[src/rtl/pv_gen_pkg.sv]
/*
 * Shared sizes, constants, request and response structs
 * and the generator state encoding of the platform-value hash engine
 */
package pv_gen_pkg;

  localparam int PV_DATA_W           = 32;
  localparam int PV_NUM_PCR          = 8;
  localparam int PV_NUM_DWORDS       = 12;
  localparam int PV_ENTRY_ADDR_W     = 3;
  localparam int PV_ENTRY_SIZE_WIDTH = 4;
  localparam int PV_SIZE_OF_NONCE    = 256;

  // Offset of one dword inside the default 1024-bit block
  localparam int PV_BLK_OFFSET_W     = 5;

  // Message length field at the tail of the last block
  localparam int PV_MSG_LEN_W        = 128;

  localparam logic [PV_DATA_W-1:0] PV_PAD_MARKER = 32'h8000_0000;
  localparam logic [PV_DATA_W-1:0] PV_DIGEST_IV  = 32'h6a09_e667;
  localparam int                   PV_FOLD_ROT   = 5;

  typedef struct packed {
    logic [PV_ENTRY_ADDR_W-1:0]     read_entry;
    logic [PV_ENTRY_SIZE_WIDTH-1:0] read_offset;
  } pv_read_t;

  typedef struct packed {
    logic [PV_DATA_W-1:0] read_data;
  } pv_rd_resp_t;

  typedef struct packed {
    logic                           we;
    logic [PV_ENTRY_ADDR_W-1:0]     entry;
    logic [PV_ENTRY_SIZE_WIDTH-1:0] offset;
    logic [PV_DATA_W-1:0]           data;
  } pv_pcr_wr_t;

  typedef struct packed {
    logic                       we;
    logic [PV_BLK_OFFSET_W-1:0] offset;
    logic [PV_DATA_W-1:0]       data;
  } pv_block_wr_t;

  typedef enum logic [3:0] {
    IDLE    = 4'b0000,
    BLOCK_0 = 4'b0001,
    BLOCK_N = 4'b0011,
    NONCE   = 4'b0010,
    PAD_LD1 = 4'b0110,
    PAD_0S  = 4'b0111,
    PAD_LEN = 4'b0101,
    WT_LAST = 4'b0100,
    DONE    = 4'b1100
  } pv_gen_hash_state_e;

endpackage

[src/rtl/pv_block_buffer.sv]
/*
 * Block assembly buffer, written one dword per cycle
 * and presented to the digest engine as one packed block
 */
module pv_block_buffer #(
  parameter int BLOCK_W = 1024,
  parameter int DATA_W  = 32
) (
  input  logic                     clk,
  input  logic                     rst_b,
  input  pv_gen_pkg::pv_block_wr_t blk_wr_i,
  output logic [BLOCK_W-1:0]       block_o
);

  localparam int BLOCK_NO = BLOCK_W / DATA_W;

  // Dword 0 sits in the least significant position of the block
  logic [BLOCK_NO-1:0][DATA_W-1:0] dword_q;

  logic wr_hit;

  assign wr_hit = blk_wr_i.we & (blk_wr_i.offset < BLOCK_NO);

  always_ff @(posedge clk or negedge rst_b) begin
    if (!rst_b) begin
      dword_q <= '0;
    end else if (wr_hit) begin
      dword_q[blk_wr_i.offset] <= blk_wr_i.data;
    end
  end

  // The generator rewrites every dword before it hands the block over
  assign block_o = dword_q;

endmodule

[config.mk]
export PLATFORM = sky130hd
export DESIGN_NAME = pv_block_buffer
export DESIGN_NICKNAME = d
export VERILOG_FILES = /design/src/rtl/pv_gen_pkg.sv /design/src/rtl/pv_block_buffer.sv
export SDC_FILE = /design/constraint.sdc
export NUM_CORES = 1
export LEC_CHECK = 0
export BUFFER_PORTS_ARGS = -buffer_cell sky130_fd_sc_hd__buf_4
export CORE_AREA = 2 2 415 417
export CTS_CLUSTER_SIZE = 12
export DETAILED_ROUTE_END_ITERATION = 7
export DIE_AREA = 0 0 417 419
export PLACE_DENSITY = 0.45
export SETUP_SLACK_MARGIN = 0.4
export SYNTH_ARGS = -nofsm -noshare
export SYNTH_HDL_FRONTEND = slang
export SYNTH_SLANG_ARGS = --single-unit
[constraint.sdc]
create_clock -name clk -period 0.8 [get_ports clk]
set_input_delay 0.04 -clock clk [delete_from_list [all_inputs] [get_ports clk]]
set_output_delay 0.04 -clock clk [all_outputs]
set_load 0.03 [all_outputs]
==> run metrics <==
outcome=finished, violations left; failing checks=negative hold slack, negative setup slack; R2R Path End=block_o[976]$_DFFE_PN0P_; Worst Setup End Kind=output pin; r2r worst-path depth=3; Die Wd=417 um; Area growth syn-to-layout=64.19%; Slew @ Worst Pin=687.9 ps; htree depth=3; Cell Rows=152; RR Startpoint=block_o[976]$_DFFE_PN0P_; WL/cell=26.76 um; Tot Pwr=190.9 mW; Antenna Nets Post-Route=0; clock skew=0 ps; maximum clock path buffer count=3; vias post-DR=25.41k; clock share of power=28.5%; CP Max Fanout=2; CP endpoint=block_o[96]; slack of the worst reg-to-reg path=-210 ps; die height=419 um; clock buffer count from CTS=118; hold slack=-571.3 ps; Crit Path Category=reg -> out; setup ws final=-672.5 ps; fillcell total=16.41k; Core ar.=170600 um^2; Sw Share=34.35%; Setup WS pre-CTS=-1262 ps; drt via density=4.178; first-pass GRT wire length=221500 um; initial antenna violation count=4; Synth Cell Area=38270 um^2; combinational power share=35.1%; Synth Register Bits=1024; hpwl dp=115400 um; CTS root buf=clkbuf_16; layout cell share with drive strength beyond 1=71.94%; clock-pin slew on the worst setup and hold paths=60 ps; largest net degree at the start of global routing=48; io pins=1064; CTS hold repair buffers=23; Startpoint Class=flop; Overall Global Routing Usage=17.99%; DR DRC count=0; DRT Wirelength=162700 um; worst skew pair latency=750 ps; FMAX=679.1 MHz; Nets=3793; initial core utilization=22.43%; gpl congestion=0.7711; sequential share of power=36.4%; port bufs=1063; Slew HR=54.14%; Tmin final=1473 ps; Peak VDD IR=0.002108 V; Final Max Slew Viols=0; sequential area share after synthesis=66.96%; Pwr per Cell Area=3039 nW/um^2; RSZ-0062 raised after global routing=true; Setup Viol. Count Final=1197; DRT iter0 DRCs=1152; CP required=760 ps; grt total ovfl=0; max-cap viol count=0; Min-Delay Path Class=in -> async; leak pwr=30.39 nW; post-synth top area share=66.96%; Power Internal=125.3 mW; Synth Net Count=2331; Final Core Density=36.83%; vias in the first global route=26.73k; final cycle utilization of the critical path=184.1%; TritonCTS clock tree=yes; Critical path origin=block_o[96]$_DFFE_PN0P_; syn_area_per_cell=16.70 um^2; CP arrival=1430 ps; cell taking the most area after synthesis=dfrtp_1; die footprint=174700 um^2; Largest register FFs=1024; DRT Pass-1 Iters=6; final hold vios=1793; sw power=65.59 mW; Synth area leaders=dfrtp_1 (67%), mux2_2 (30%), buf_2 (1.2%); Yosys Warn Count=0; cell count after synthesis=2291; Netlist cell types=17; clock sinks=1024
==> critical path, stage by stage (launching register included) <==
cell	delay, ps
dfrtp_1	410
buf_6	130
buf_8	130
==> worst min-delay path by stage <==
| stage | start | endpoint | cells after the start |
|---|---|---|---|
| 3_3_place_gp | rst_b | block_o[893]$_DFFE_PN0P_ | 3 |
| 6_report | rst_b | block_o[220]$_DFFE_PN0P_ | 3 |
| 3_5_place_dp | rst_b | block_o[893]$_DFFE_PN0P_ | 3 |
| 4_1_cts | rst_b | block_o[183]$_DFFE_PN0P_ | 3 |
| 5_1_grt | rst_b | block_o[183]$_DFFE_PN0P_ | 3 |
| 2_1_floorplan | rst_b | block_o[0]$_DFFE_PN0P_ | 0 |
==> per-stage QoR <==
step                TNS [ps]  cell area, um^2  cells
global placement     -809020            52330   5664
floorplan            -381570            38680   2291
detailed placement   -806160            52330   5664
global route         -646360            62820   6078
finish               -564370            62830   6081
CTS                  -659830            61240   5980
==> kinds of logic after synthesis <==
group | after synthesis | share of synthesized area [%]
buf+inv | 197 | 2.233
mux | 1024 | 30.13
flops | 1024 | 66.96
simple gates | 46 | 0.6703
==> power by group through the flow <==
| stage | combinational [mW] | sequential [mW] | clock, mW |
|---|---|---|---|
| floorplan | 9.73 | 88.0 | 0 |
| global placement | 57.0 | 67.9 | 0 |
| detailed placement | 57.1 | 68.2 | 0 |
| CTS | 65.4 | 69.3 | 56.0 |
| global route | 69.5 | 70.6 | 58.0 |
| finish | 67.0 | 69.5 | 54.3 |
==> cells in the mapped netlist, drive strengths merged <==
master	instances
and4bb	3
buf	97
clkbuf	100
dfrtp	1024
mux2	1024
nand2	13
nand2b	3
nand3	4
nand4	1
nand4b	3
nor2	13
nor2b	2
nor3	1
nor4b	1
or3	2
==> what timing repair did <==
item                                    CTS  global route
resized for setup                      1127           197
endpoints found under the hold margin  2048          1852
pin swaps                                 0             3
gates cloned                              0             6
buffers inserted                         81            93
setup endpoints to repair              2048          2131
==> layout make-up <==
cell class | count | area [um^2] | share of cell area [%]
tap | 2233 | 2794 | 4.447
multi-input combinational | 1070 | 12810 | 20.39
clock buffer | 176 | 3493 | 5.560
sequential | 1024 | 25630 | 40.79
clock inverter | 36 | 345.3 | 0.5496
antenna | 3 | 7.507 | 0.01195
timing repair buffer | 1539 | 17750 | 28.25
==> cell usage in the layout (no fill, tap or decap), drive strengths merged <==
master          n
buf          1513
dfrtp        1024
mux2         1024
clkbuf        180
clkinv         24
dlygate4sd3    22
nor2           13
nand2          13
inv             6
bufinv          5
nand3           4
diode           3
nand4b          3
and4bb          3
nand2b          3
or3             2
nor2b           2
nand4           1
nor4b           1
nor3            1
clkinvlp        1
==> layer usage <==
| metal | track usage (%) | wire, um |
|---|---|---|
| met1 | 21.20 | 64710 |
| met2 | 31.41 | 83100 |
| met3 | 4.713 | 9554 |
| met4 | 6.423 | 5380 |
| met5 | 0 | 0 |
No activity file was read; power rests on OpenSTA's default activity.
