### src/rtl/pv_gen_pkg.sv
/*
 * Shared sizes, constants, request and response structs
 * and the generator state encoding of the platform-value hash engine
 */
package pv_gen_pkg;

  localparam int PV_DATA_W           = 32;
  localparam int PV_NUM_PCR          = 8;
  localparam int PV_NUM_DWORDS       = 12;
  localparam int PV_ENTRY_ADDR_W     = 3;
  localparam int PV_ENTRY_SIZE_WIDTH = 4;
  localparam int PV_SIZE_OF_NONCE    = 256;

  // Offset of one dword inside the default 1024-bit block
  localparam int PV_BLK_OFFSET_W     = 5;

  // Message length field at the tail of the last block
  localparam int PV_MSG_LEN_W        = 128;

  localparam logic [PV_DATA_W-1:0] PV_PAD_MARKER = 32'h8000_0000;
  localparam logic [PV_DATA_W-1:0] PV_DIGEST_IV  = 32'h6a09_e667;
  localparam int                   PV_FOLD_ROT   = 5;

  typedef struct packed {
    logic [PV_ENTRY_ADDR_W-1:0]     read_entry;
    logic [PV_ENTRY_SIZE_WIDTH-1:0] read_offset;
  } pv_read_t;

  typedef struct packed {
    logic [PV_DATA_W-1:0] read_data;
  } pv_rd_resp_t;

  typedef struct packed {
    logic                           we;
    logic [PV_ENTRY_ADDR_W-1:0]     entry;
    logic [PV_ENTRY_SIZE_WIDTH-1:0] offset;
    logic [PV_DATA_W-1:0]           data;
  } pv_pcr_wr_t;

  typedef struct packed {
    logic                       we;
    logic [PV_BLK_OFFSET_W-1:0] offset;
    logic [PV_DATA_W-1:0]       data;
  } pv_block_wr_t;

  typedef enum logic [3:0] {
    IDLE    = 4'b0000,
    BLOCK_0 = 4'b0001,
    BLOCK_N = 4'b0011,
    NONCE   = 4'b0010,
    PAD_LD1 = 4'b0110,
    PAD_0S  = 4'b0111,
    PAD_LEN = 4'b0101,
    WT_LAST = 4'b0100,
    DONE    = 4'b1100
  } pv_gen_hash_state_e;

endpackage

### src/rtl/pv_fold_digest.sv
/*
 * Folding digest engine with init/next/ready/digest-valid behaviour,
 * consuming one dword of the latched block per cycle
 */
module pv_fold_digest #(
  parameter int BLOCK_W = 1024,
  parameter int DATA_W  = 32
) (
  input  logic                             clk,
  input  logic                             rst_b,
  input  logic                             hash_init_i,
  input  logic                             hash_next_i,
  input  logic [BLOCK_W-1:0]               block_i,
  output logic                             core_ready_o,
  output logic                             core_digest_valid_o,
  output logic [pv_gen_pkg::PV_DATA_W-1:0] digest_o
);

  localparam int BLOCK_NO = BLOCK_W / DATA_W;
  localparam int CNT_W    = $clog2(BLOCK_NO);
  localparam int DIG_W    = pv_gen_pkg::PV_DATA_W;
  localparam int ROT      = pv_gen_pkg::PV_FOLD_ROT;

  logic [BLOCK_NO-1:0][DATA_W-1:0] block_q;
  logic                            load;
  logic                            busy_q;
  logic                            folded_q;
  logic [CNT_W-1:0]                cnt_q;
  logic [DIG_W-1:0]                digest_q;
  logic [DIG_W-1:0]                digest_rot;

  assign load = hash_init_i | hash_next_i;

  // Rotate left before adding the next dword
  assign digest_rot = {digest_q[DIG_W-ROT-1:0], digest_q[DIG_W-1:DIG_W-ROT]};

  // Block copy is taken on the handover edge so the buffer can refill at once
  always_ff @(posedge clk) begin
    if (load) begin
      block_q <= block_i;
    end
  end

  always_ff @(posedge clk or negedge rst_b) begin
    if (!rst_b) begin
      busy_q   <= 1'b0;
      folded_q <= 1'b0;
      cnt_q    <= '0;
      digest_q <= pv_gen_pkg::PV_DIGEST_IV;
    end else if (load) begin
      busy_q <= 1'b1;
      cnt_q  <= '0;
      if (hash_init_i) begin
        digest_q <= pv_gen_pkg::PV_DIGEST_IV;
        folded_q <= 1'b0;
      end
    end else if (busy_q) begin
      digest_q <= digest_rot + block_q[cnt_q];
      cnt_q    <= cnt_q + 1'b1;
      // Last dword of the block ends the busy phase
      if (cnt_q == CNT_W'(BLOCK_NO - 1)) begin
        busy_q   <= 1'b0;
        folded_q <= 1'b1;
      end
    end
  end

  assign core_ready_o        = ~busy_q;
  assign core_digest_valid_o = ~busy_q & folded_q;
  assign digest_o            = digest_q;

endmodule

### config.mk
export PLATFORM = sky130hd
export DESIGN_NAME = pv_fold_digest
export DESIGN_NICKNAME = d
export VERILOG_FILES = /design/src/rtl/pv_gen_pkg.sv /design/src/rtl/pv_fold_digest.sv
export SDC_FILE = /design/constraint.sdc
export NUM_CORES = 2
export LEC_CHECK = 0
export ABC_AREA = 1
export ABC_CLOCK_PERIOD_IN_PS = 7100
export CORE_AREA = 5 5 412 414
export CTS_CLUSTER_SIZE = 25
export DETAILED_ROUTE_END_ITERATION = 12
export DIE_AREA = 0 0 417 419
export DONT_BUFFER_PORTS = 1
export MAX_ROUTING_LAYER = met4
export PLACE_DENSITY = 0.4
export SLEW_MARGIN = 40
export SYNTH_ARGS = -nofsm -noshare
export SYNTH_HDL_FRONTEND = slang
export SYNTH_SLANG_ARGS = --single-unit
export TNS_END_PERCENT = 50
### constraint.sdc
create_clock -name clk -period 7.1 [get_ports clk]
set_clock_uncertainty 0.1 [all_clocks]
set_input_delay 1.42 -clock clk [delete_from_list [all_inputs] [get_ports clk]]
set_output_delay 1.42 -clock clk [all_outputs]
set_load 0.01 [all_outputs]
==> run summary <==
final worst setup slack -> 1710 ps
starting density of the core -> 26.2%
Max-Cap Viols -> 0
first-pass GRT wire length -> 251000 microns
Clock transition at path regs -> 60 ps
path category of the worst min-delay check -> input pin to async pin
Finish-stage setup viols -> 0
# IOs -> 1062
setup TNS after final layout -> 0 ps
crit-path max FO -> 93
most used cell, CP -> nand2_1
# DRC -> 0
worst skew pair latency -> 770 ps
Worst Tran Pin Value -> 852 ps
Area contributors post-synth -> edfxtp_1 (71%), o21ai_0 (6.0%), nor2_1 (5.9%)
FFs w/ async S/R, synth -> 3.67%
Leak Pwr -> 17.5 nW
Post-CTS Setup Bufs -> 0
fin cells -> 5870
Synth top cells by count -> edfxtp_1 (1024), nor2_1 (678), o21ai_0 (523)
post-DR vias/cell -> 4.96
minimum clock period after layout -> 5390 ps
Distinct cells, synth -> 39
Mapped Area -> 43500 sq um
power per cell area -> 326 nW/um^2
Tot Pwr -> 16.3 mW
DRT antenna net count -> 0
Clock Sinks -> 1063
slowest stage cell, crit path -> dfrtp_4
cells along the critical path -> buf_12 -> buf_4 -> o21ai_0 -> o22ai_1 -> nor2_1 -> o22ai_1 -> nand2_1 -> nand2_1 -> ha_1 -> nand2_1 -> nor2_1 -> nand2_1 -> o21ai_0 -> nand2_1 -> nand3_1 -> nand3_2 -> nand2_1 -> inv_1
Nets -> 4542
vias in the first global route -> 28900
antenna violations before repair -> 166
Layout area overhead -> 15.4%
1st-iter DRT viols -> 2775
Final Cycle Share -> 75.9%
startpoint types -> register
total gr overflow -> 0
Hold Violations, Final -> 0
Std-Cell Rows -> 150
Main synth FF type -> edfxtp_1
fillers -> 16900
CTS tree -> yes
status -> finished, final reports clean
Clock Tree Buf Depth -> 3
RSZ-0062 raised after global routing -> false
first-pass iteration count of the detailed router -> 7
crit path DAT -> 5980 ps
hold-fix buffers at CTS -> 0
count of pins over their slew limit -> 0
yosys warns -> 0
post-CTS sizing -> 0
share of the synthesized area in the top cell type -> 70.7%
die height -> 419 microns
Setup crit end kind -> register
CTS buffer count -> 130
core region area -> 166000 sq um
cell accounting for the most synthesized area -> edfxtp_1
worst slack at placement -> 1770 ps
Finished Core Util -> 30.2%
H-tree levels -> 4
die width -> 417 microns
Syn Area/Cell -> 12.4 sq um
largest net degree at the start of global routing -> 140
Post-DP HPWL -> 138000 microns
mean routed wirelength per cell -> 32.2 microns
vias -> 29100
R2R cell count -> 18
FMAX -> 186 MHz
worst setup path class -> register to register
max incr delay on CP -> 870 ps
post-synthesis net count -> 4572
Routed WL -> 189000 microns
Synth Register Bits -> 1063
Seq/Total Area, Yosys -> 73.0%
GPL Wtd Cong -> 0.885
Syn Inst Count -> 3510
Post-synth EDFFs -> 1024
CP Data Required Time -> 7690 ps
peak supply drop -> 0.280 mV
Tot GR Track Use -> 21.4%
clock root cell -> clkbuf_16
layout cells sized above 1 -> 8.13%
Port-buffer cells -> 0
top-count cell post-synth -> edfxtp_1
placed instance count -> 5551
Slew Limit Headroom -> 42.6%
Die ar. -> 175000 sq um
## area by class of cell
| cell class | count | area, sq um | share of cell area [%] |
|---|---|---|---|
| antenna | 88 | 220 | 0.439 |
| clock buffer | 166 | 3490 | 6.97 |
| clock inverter | 64 | 621 | 1.24 |
| inverter | 81 | 343 | 0.683 |
| multi-input combinational | 2143 | 10300 | 20.5 |
| sequential | 1063 | 31800 | 63.3 |
| tap | 2204 | 2760 | 5.50 |
| timing repair buffer | 61 | 676 | 1.35 |
## cells by family (layout without fill, tap and decap cells)
family | Yosys count | in the layout | share of synthesized area, %
xor gates and xnor gates | 2 | 2 | 0.0403
DFF | 1063 | 1063 | 73.0
buffers and inverters | 304 | 372 | 3.47
other | 0 | 88 | 0
adders and majority gates | 34 | 34 | 0.996
AOI/OAI and AO/OA | 1050 | 1050 | 13.1
and+or+nand+nor | 1057 | 1057 | 9.42
## flip-flops by register name, summed over array words and instances (netlist names)
register  flops
folded_q      1
cnt_q         5
block_q    1024
busy_q        1
digest_o     32
## critical path: cells and delay by family, from the launching register on
family / cells / cell delay, ps
AO/OA/AOI/OAI: 4 / 1450
buffers and inverters: 3 / 1040
AND/OR/NAND/NOR: 10 / 1270
flip-flops: 1 / 870
adder cells (fa/ha/maj): 1 / 290
## stage by stage
step	cell area [sq um]	hold slack, ps
5_1_grt	50100	181
3_5_place_dp	45800	415
6_report	50200	252
2_1_floorplan	43500	374
3_3_place_gp	45700	408
4_1_cts	49900	158
## power breakdown
| part | internal [mW] | switching (mW) | total (mW) |
|---|---|---|---|
| combinational | 0.497 | 1.26 | 1.76 |
| sequential | 7.57 | 0.431 | 8.01 |
| clock | 3.79 | 2.78 | 6.57 |
| total | 11.9 | 4.47 | 16.3 |
## worst paths after layout
| kind | startpoint | end | slack [ps] |
|---|---|---|---|
| max in group asynchronous | rst_b | digest_o[1] | 6420 |
| min reg2reg | folded_q | folded_q | 420 |
| max reg2reg | cnt_q[0] | digest_o[29] | 1710 |
| min in group clk | folded_q | folded_q | 420 |
| max | cnt_q[0] | digest_o[29] | 1710 |
| min | rst_b | digest_o[21] | 250 |
## routing by layer
| layer | track usage (%) | wire (microns) | up-vias |
|---|---|---|---|
| met2 | 36.4 | 96400 | 1259 |
| li1 | - | - | 13000 |
| met1 | 25.5 | 75300 | 14500 |
| met5 | - | 0 | - |
| met4 | 5.12 | 4440 | 0 |
| met3 | 5.71 | 12800 | 348 |
## cell usage in the layout, fill, tap and decap left out, drive strengths merged, types with 2 or more instances in the layout
master	n
nor3	10
or2	7
nand3	55
bufinv	8
a21oi	65
o22ai	300
clkinvlp	6
inv	90
nand2	298
o21ai	671
dfrtp	23
buf	61
diode	88
clkinv	41
nor4	3
edfxtp	1024
o21bai	3
dfstp	16
ha	33
clkbuf	166
nor2	679
o21a	5
xnor2	2
nand4	4
o22a	2
No activity file was read; power rests on OpenSTA's default activity.
