===== src/rtl/pv_gen_pkg.sv =====
/*
 * Shared sizes, constants, request and response structs
 * and the generator state encoding of the platform-value hash engine
 */
package pv_gen_pkg;

  localparam int PV_DATA_W           = 32;
  localparam int PV_NUM_PCR          = 8;
  localparam int PV_NUM_DWORDS       = 12;
  localparam int PV_ENTRY_ADDR_W     = 3;
  localparam int PV_ENTRY_SIZE_WIDTH = 4;
  localparam int PV_SIZE_OF_NONCE    = 256;

  // Offset of one dword inside the default 1024-bit block
  localparam int PV_BLK_OFFSET_W     = 5;

  // Message length field at the tail of the last block
  localparam int PV_MSG_LEN_W        = 128;

  localparam logic [PV_DATA_W-1:0] PV_PAD_MARKER = 32'h8000_0000;
  localparam logic [PV_DATA_W-1:0] PV_DIGEST_IV  = 32'h6a09_e667;
  localparam int                   PV_FOLD_ROT   = 5;

  typedef struct packed {
    logic [PV_ENTRY_ADDR_W-1:0]     read_entry;
    logic [PV_ENTRY_SIZE_WIDTH-1:0] read_offset;
  } pv_read_t;

  typedef struct packed {
    logic [PV_DATA_W-1:0] read_data;
  } pv_rd_resp_t;

  typedef struct packed {
    logic                           we;
    logic [PV_ENTRY_ADDR_W-1:0]     entry;
    logic [PV_ENTRY_SIZE_WIDTH-1:0] offset;
    logic [PV_DATA_W-1:0]           data;
  } pv_pcr_wr_t;

  typedef struct packed {
    logic                       we;
    logic [PV_BLK_OFFSET_W-1:0] offset;
    logic [PV_DATA_W-1:0]       data;
  } pv_block_wr_t;

  typedef enum logic [3:0] {
    IDLE    = 4'b0000,
    BLOCK_0 = 4'b0001,
    BLOCK_N = 4'b0011,
    NONCE   = 4'b0010,
    PAD_LD1 = 4'b0110,
    PAD_0S  = 4'b0111,
    PAD_LEN = 4'b0101,
    WT_LAST = 4'b0100,
    DONE    = 4'b1100
  } pv_gen_hash_state_e;

endpackage


===== src/rtl/pv_pcr_store.sv =====
/*
 * PCR storage array with a software write port
 * and a combinational dword read port
 */
module pv_pcr_store (
  input  logic                    clk,
  input  logic                    rst_b,
  input  pv_gen_pkg::pv_pcr_wr_t  pcr_wr_i,
  input  pv_gen_pkg::pv_read_t    pv_read_i,
  output pv_gen_pkg::pv_rd_resp_t pv_rd_resp_o
);

  localparam int NUM_PCR    = pv_gen_pkg::PV_NUM_PCR;
  localparam int NUM_DWORDS = pv_gen_pkg::PV_NUM_DWORDS;

  logic [NUM_PCR-1:0][NUM_DWORDS-1:0][pv_gen_pkg::PV_DATA_W-1:0] pcr_q;

  logic wr_in_range;
  logic rd_in_range;

  // The offset field is wider than an entry, so the upper offsets are unused
  assign wr_in_range = (pcr_wr_i.offset < NUM_DWORDS) & (pcr_wr_i.entry < NUM_PCR);
  assign rd_in_range = (pv_read_i.read_offset < NUM_DWORDS) &
                       (pv_read_i.read_entry < NUM_PCR);

  always_ff @(posedge clk or negedge rst_b) begin
    if (!rst_b) begin
      pcr_q <= '0;
    end else if (pcr_wr_i.we && wr_in_range) begin
      pcr_q[pcr_wr_i.entry][pcr_wr_i.offset] <= pcr_wr_i.data;
    end
  end

  always_comb begin
    if (rd_in_range) begin
      pv_rd_resp_o.read_data = pcr_q[pv_read_i.read_entry][pv_read_i.read_offset];
    end else begin
      pv_rd_resp_o.read_data = '0;
    end
  end

endmodule


===== config.mk =====
export PLATFORM = sky130hd
export DESIGN_NAME = pv_pcr_store
export DESIGN_NICKNAME = d
export VERILOG_FILES = /design/src/rtl/pv_gen_pkg.sv /design/src/rtl/pv_pcr_store.sv
export SDC_FILE = /design/constraint.sdc
export NUM_CORES = 2
export LEC_CHECK = 0
export BUFFER_PORTS_ARGS = -buffer_cell sky130_fd_sc_hd__buf_2
export CAP_MARGIN = 20
export CORE_UTILIZATION = 65
export CTS_BUF_LIST = sky130_fd_sc_hd__clkbuf_16
export DETAILED_ROUTE_END_ITERATION = 12
export PLACE_DENSITY_LB_ADDON = 0.1
export SLEW_MARGIN = 20
export SYNTH_ARGS = -nofsm -noshare
export SYNTH_HDL_FRONTEND = slang
export SYNTH_SLANG_ARGS = --single-unit

===== constraint.sdc =====
create_clock -name clk -period 6.2 [get_ports clk]
set_input_delay 0.62 -clock clk [delete_from_list [all_inputs] [get_ports clk]]
set_output_delay 0.62 -clock clk [all_outputs]
set_load 0.005 [all_outputs]

==> impl_results.html <==
<table>
<tr><th>Metric</th><th>Value</th></tr>
<tr><th colspan="2">Status</th></tr>
<tr><td>Result of the run</td><td>complete, no violations</td></tr>
<tr><th colspan="2">Global route</th></tr>
<tr><td>Number of global-route vias before repair</td><td>85100</td></tr>
<tr><td>Pin count of the biggest net entering global routing</td><td>194</td></tr>
<tr><td>Remaining global-route overflow</td><td>0</td></tr>
<tr><td>Number of antenna violations at the first check in global routing</td><td>36</td></tr>
<tr><td>All-Layer GR Usage</td><td>36.9%</td></tr>
<tr><td>Wire length of the first global-routing pass</td><td>582 mm</td></tr>
<tr><th colspan="2">Logic synthesis</th></tr>
<tr><td>XOR/XNOR share of the synthesized area</td><td>0%</td></tr>
<tr><td>Mux share of post-synthesis cell area</td><td>38.6%</td></tr>
<tr><td>Post-synthesis sequential area ratio</td><td>55.1%</td></tr>
<tr><td>Combinational family with the most area after synthesis</td><td>multiplexers</td></tr>
<tr><td>Share of synthesized registers carrying an async set or reset</td><td>100%</td></tr>
<tr><td>Synthesized Nets</td><td>8888</td></tr>
<tr><td>Area share of fa/ha/maj cells after synthesis</td><td>0%</td></tr>
<tr><td>Count of unique library cells instantiated by Yosys</td><td>37</td></tr>
<tr><td>Simple-gate portion of the synthesized area</td><td>1.56%</td></tr>
<tr><td>Largest cells by area after synthesis</td><td>sky130_fd_sc_hd__dfrtp_1, sky130_fd_sc_hd__mux2_2, sky130_fd_sc_hd__mux4_2</td></tr>
<tr><td>Mapped Cells</td><td>8839</td></tr>
<tr><td>Proportion of netlist area held by the largest area contributor</td><td>55.1%</td></tr>
<tr><td>Flip-flop cell with the highest count after synthesis</td><td>sky130_fd_sc_hd__dfrtp_1</td></tr>
<tr><td>Avg Cell Area, Syn</td><td>15.8 µm²</td></tr>
<tr><td>Cell taking the most area after synthesis</td><td>sky130_fd_sc_hd__dfrtp_1</td></tr>
<tr><td>Count of state elements after synthesis</td><td>3072</td></tr>
<tr><td>Yosys warnings</td><td>0</td></tr>
<tr><td>Post-Syn Area</td><td>0.139 mm²</td></tr>
<tr><td>Complex-gate fraction of the synthesized area</td><td>1.62%</td></tr>
<tr><td>Count of flip-flops with a built-in enable after synthesis</td><td>0</td></tr>
<tr><th colspan="2">Critical path</th></tr>
<tr><td>CP Capture Type</td><td>output port</td></tr>
<tr><td>Worst EP arrival</td><td>4.33 ns</td></tr>
<tr><td>Critical Path Fanout Max</td><td>64</td></tr>
<tr><td>Critical setup path kind</td><td>in -&gt; out</td></tr>
<tr><td>Kind of launch point of the worst setup path</td><td>primary input</td></tr>
<tr><td>Required arrival time at the worst endpoint</td><td>5.58 ns</td></tr>
<tr><th colspan="2">CTS</th></tr>
<tr><td>Clock transition at the registers of the reported paths</td><td>0.06 ns</td></tr>
<tr><td>Deepest level of the CTS H-tree</td><td>5</td></tr>
<tr><td>CTS Root Buffer Type</td><td>sky130_fd_sc_hd__clkbuf_16</td></tr>
<tr><td>Bufs on Longest Clock Path</td><td>4</td></tr>
<tr><td>Buffers inserted by post-CTS timing repair</td><td>0</td></tr>
<tr><td>Num CTS Buffers</td><td>332</td></tr>
<tr><td>TritonCTS clock tree</td><td>built</td></tr>
<tr><td>Latest clock arrival within the worst-skew pair</td><td>0.94 ns</td></tr>
<tr><td>Clock Sinks</td><td>3072</td></tr>
<tr><th colspan="2">Placed design</th></tr>
<tr><td>Routability congestion estimate</td><td>0.840</td></tr>
<tr><td>Final HPWL from detailed placement</td><td>232 mm</td></tr>
<tr><td>Setup slack at placement</td><td>1.38 ns</td></tr>
<tr><td>Dpl cells</td><td>11100</td></tr>
<tr><td>Count of input and output buffers</td><td>80</td></tr>
<tr><th colspan="2">Final layout</th></tr>
<tr><td>Flip-flop count of the largest register, all copies and words added</td><td>3072</td></tr>
<tr><td>Layout Utilization</td><td>71.9%</td></tr>
<tr><td>Top Registers</td><td>pcr_q: 3072 flops</td></tr>
<tr><td>Post-Layout Cell Count</td><td>11700</td></tr>
<tr><td>Register bank with the most flops</td><td>pcr_q</td></tr>
<tr><td>Most used cells in the layout excluding fill and tap cells</td><td>sky130_fd_sc_hd__dfrtp_1, sky130_fd_sc_hd__mux2_2, sky130_fd_sc_hd__mux4_2</td></tr>
<tr><td>Synthesis-to-layout area growth</td><td>9.56%</td></tr>
<tr><td>Fin nets</td><td>8687</td></tr>
<tr><td>Ratio of cells with drive above 1 in the final layout</td><td>52.6%</td></tr>
<tr><td>Most common cell after layout, fill and taps aside</td><td>sky130_fd_sc_hd__dfrtp_1</td></tr>
<tr><th colspan="2">Die</th></tr>
<tr><td>Number of cell rows</td><td>169</td></tr>
<tr><td>Die Ht</td><td>465 µm</td></tr>
<tr><td>Initial core utilization</td><td>65.6%</td></tr>
<tr><td>Area of the die</td><td>0.216 mm²</td></tr>
<tr><td>Placeable core region</td><td>0.213 mm²</td></tr>
<tr><td>Count of pins on the block boundary</td><td>81</td></tr>
<tr><td>Die width</td><td>465 µm</td></tr>
<tr><th colspan="2">Min path</th></tr>
<tr><td>Classification of the worst-slack hold path</td><td>in -&gt; reg</td></tr>
<tr><th colspan="2">Routing</th></tr>
<tr><td>Avg WL per Cell</td><td>33.4 µm</td></tr>
<tr><td>Average vias per placed instance</td><td>6.92</td></tr>
<tr><td>Remaining antenna violation count</td><td>0</td></tr>
<tr><td>DRC errors left</td><td>0</td></tr>
<tr><td>Routed wire length</td><td>391 mm</td></tr>
<tr><td>Iter 0 DRT Violations</td><td>7988</td></tr>
<tr><td>Vias</td><td>81100</td></tr>
<tr><td>First drt pass iteration count</td><td>6</td></tr>
<tr><th colspan="2">STA</th></tr>
<tr><td>Post-route clock period utilization</td><td>79.9%</td></tr>
<tr><td>Minimum clock period</td><td>4.95 ns</td></tr>
<tr><td>Highest attainable clock frequency</td><td>202 MHz</td></tr>
<tr><td>Hold Fails Final Rpt</td><td>0</td></tr>
<tr><td>Fin Setup TNS</td><td>0 ns</td></tr>
<tr><td>Actual slew at the worst max-slew pin</td><td>1.20 ns</td></tr>
<tr><td>Setup violation total in the final timing report</td><td>0</td></tr>
<tr><td>Final Skew</td><td>0 ns</td></tr>
<tr><td>Number of max-slew violations in the final report</td><td>0</td></tr>
<tr><td>Fin worst setup slack</td><td>1.25 ns</td></tr>
<tr><td>Relative slew slack</td><td>19.9%</td></tr>
<tr><td>Unrepaired setup endpoints after global routing</td><td>false</td></tr>
<tr><th colspan="2">Job</th></tr>
<tr><td>Total of max-cap violations</td><td>0</td></tr>
<tr><th colspan="2">Power and ir drop</th></tr>
<tr><td>Power density relative to cell area</td><td>301 mW/mm²</td></tr>
<tr><td>Peak supply drop</td><td>0.000311 V</td></tr>
<tr><td>Static leakage</td><td>73.3 nW</td></tr>
</table>
-- final cells by class --
type	instances	area (µm²)
timing repair buffer	365	3320
clock inverter	229	1570
sequential	3072	76900
antenna	18	45.0
tap	2821	3530
inverter	1	3.75
clock buffer	341	8530
multi-input combinational	4866	58800
fill	13500	59800
-- path summary, 6_finish.rpt --
check	cells after the start	slack, ns	endpoint	startpoint
max in group asynchronous	4	4.10	pcr_q[227]	rst_b
hold reg to reg	1	0.48	pcr_q[936]	pcr_q[936]
hold / removal	2	0.23	pcr_q[296]	pcr_wr_i[8]
setup / recovery	10	1.25	pv_rd_resp_o[27]	pv_read_i[5]
setup reg to reg	1	5.39	pcr_q[961]	pcr_q[961]
min in group asynchronous	2	0.31	pcr_q[616]	rst_b
-- per-stage QoR --
step                      hold slack (ns)  instance area, µm²  total power, mW
after global routing                0.222              153000             47.5
after global placement              0.462              142000             27.3
after detailed placement            0.469              142000             27.6
after CTS                           0.195              153000             46.2
final                               0.231              153000             46.0
after floorplan                     0.324              139000             25.7
-- synth_stat cells, types with 3 or more instances --
cell type,number
sky130_fd_sc_hd__dfrtp_1,3072
sky130_fd_sc_hd__and3_1,5
sky130_fd_sc_hd__nand3b_1,3
sky130_fd_sc_hd__o21ai_1,10
sky130_fd_sc_hd__nand2b_1,38
sky130_fd_sc_hd__buf_6,29
sky130_fd_sc_hd__o211ai_1,24
sky130_fd_sc_hd__nand3_1,16
sky130_fd_sc_hd__mux2i_1,162
sky130_fd_sc_hd__buf_1,95
sky130_fd_sc_hd__clkbuf_1,415
sky130_fd_sc_hd__o2111ai_1,41
sky130_fd_sc_hd__o22a_1,31
sky130_fd_sc_hd__mux4_2,768
sky130_fd_sc_hd__buf_2,290
sky130_fd_sc_hd__nor2_1,247
sky130_fd_sc_hd__a221oi_1,9
sky130_fd_sc_hd__o21ai_0,54
sky130_fd_sc_hd__nand2_1,187
sky130_fd_sc_hd__mux2_2,3004
sky130_fd_sc_hd__o221ai_1,31
sky130_fd_sc_hd__a31oi_1,23
sky130_fd_sc_hd__nor2b_1,6
sky130_fd_sc_hd__or2_2,4
sky130_fd_sc_hd__o22ai_1,64
sky130_fd_sc_hd__buf_4,71
sky130_fd_sc_hd__mux2_1,99
sky130_fd_sc_hd__a221o_1,23
sky130_fd_sc_hd__nor2_2,6
-- per-layer routing --
metal / GRT usage [%] / vias up / share of wire [%]
met5: 0 / - / 0.032
met4: 16.7 / 18 / 5.0
met3: 8.53 / 884 / 8.5
met2: 55.4 / 3258 / 46
met1: 51.9 / 44600 / 40
li1: - / 32400 / -
-- critical path: stages --
cell	delay [ns]
sky130_fd_sc_hd__buf_8	0.45
sky130_fd_sc_hd__buf_12	0.43
sky130_fd_sc_hd__buf_4	0.41
sky130_fd_sc_hd__mux4_2	0.37
sky130_fd_sc_hd__mux2_2	0.27
sky130_fd_sc_hd__o22a_1	0.19
sky130_fd_sc_hd__nor2_1	0.53
sky130_fd_sc_hd__o221ai_1	0.44
sky130_fd_sc_hd__buf_4	0.27
sky130_fd_sc_hd__buf_2	0.12
-- power breakdown --
part           switching [mW]  total (mW)  internal (mW)
Clock                    7.96        18.8           10.8
Sequential              0.826        22.5           21.7
Combinational            2.38        4.76           2.38
Total                    11.2        46.0           34.9
-- repair_timing --
item,CTS,global route
hold buffers,1,0
resized for setup,0,0
hold endpoints to repair,84,0
-- cells by family (layout without fill, tap and decap cells) --
family | count (synthesis) | after routing
compound gates | 311 | 311
buf+inv | 901 | 936
flops | 3072 | 3072
mux | 4033 | 4033
other cells | 0 | 18
simple gates | 522 | 522
Note: power is estimated with default switching activity, not from simulation.
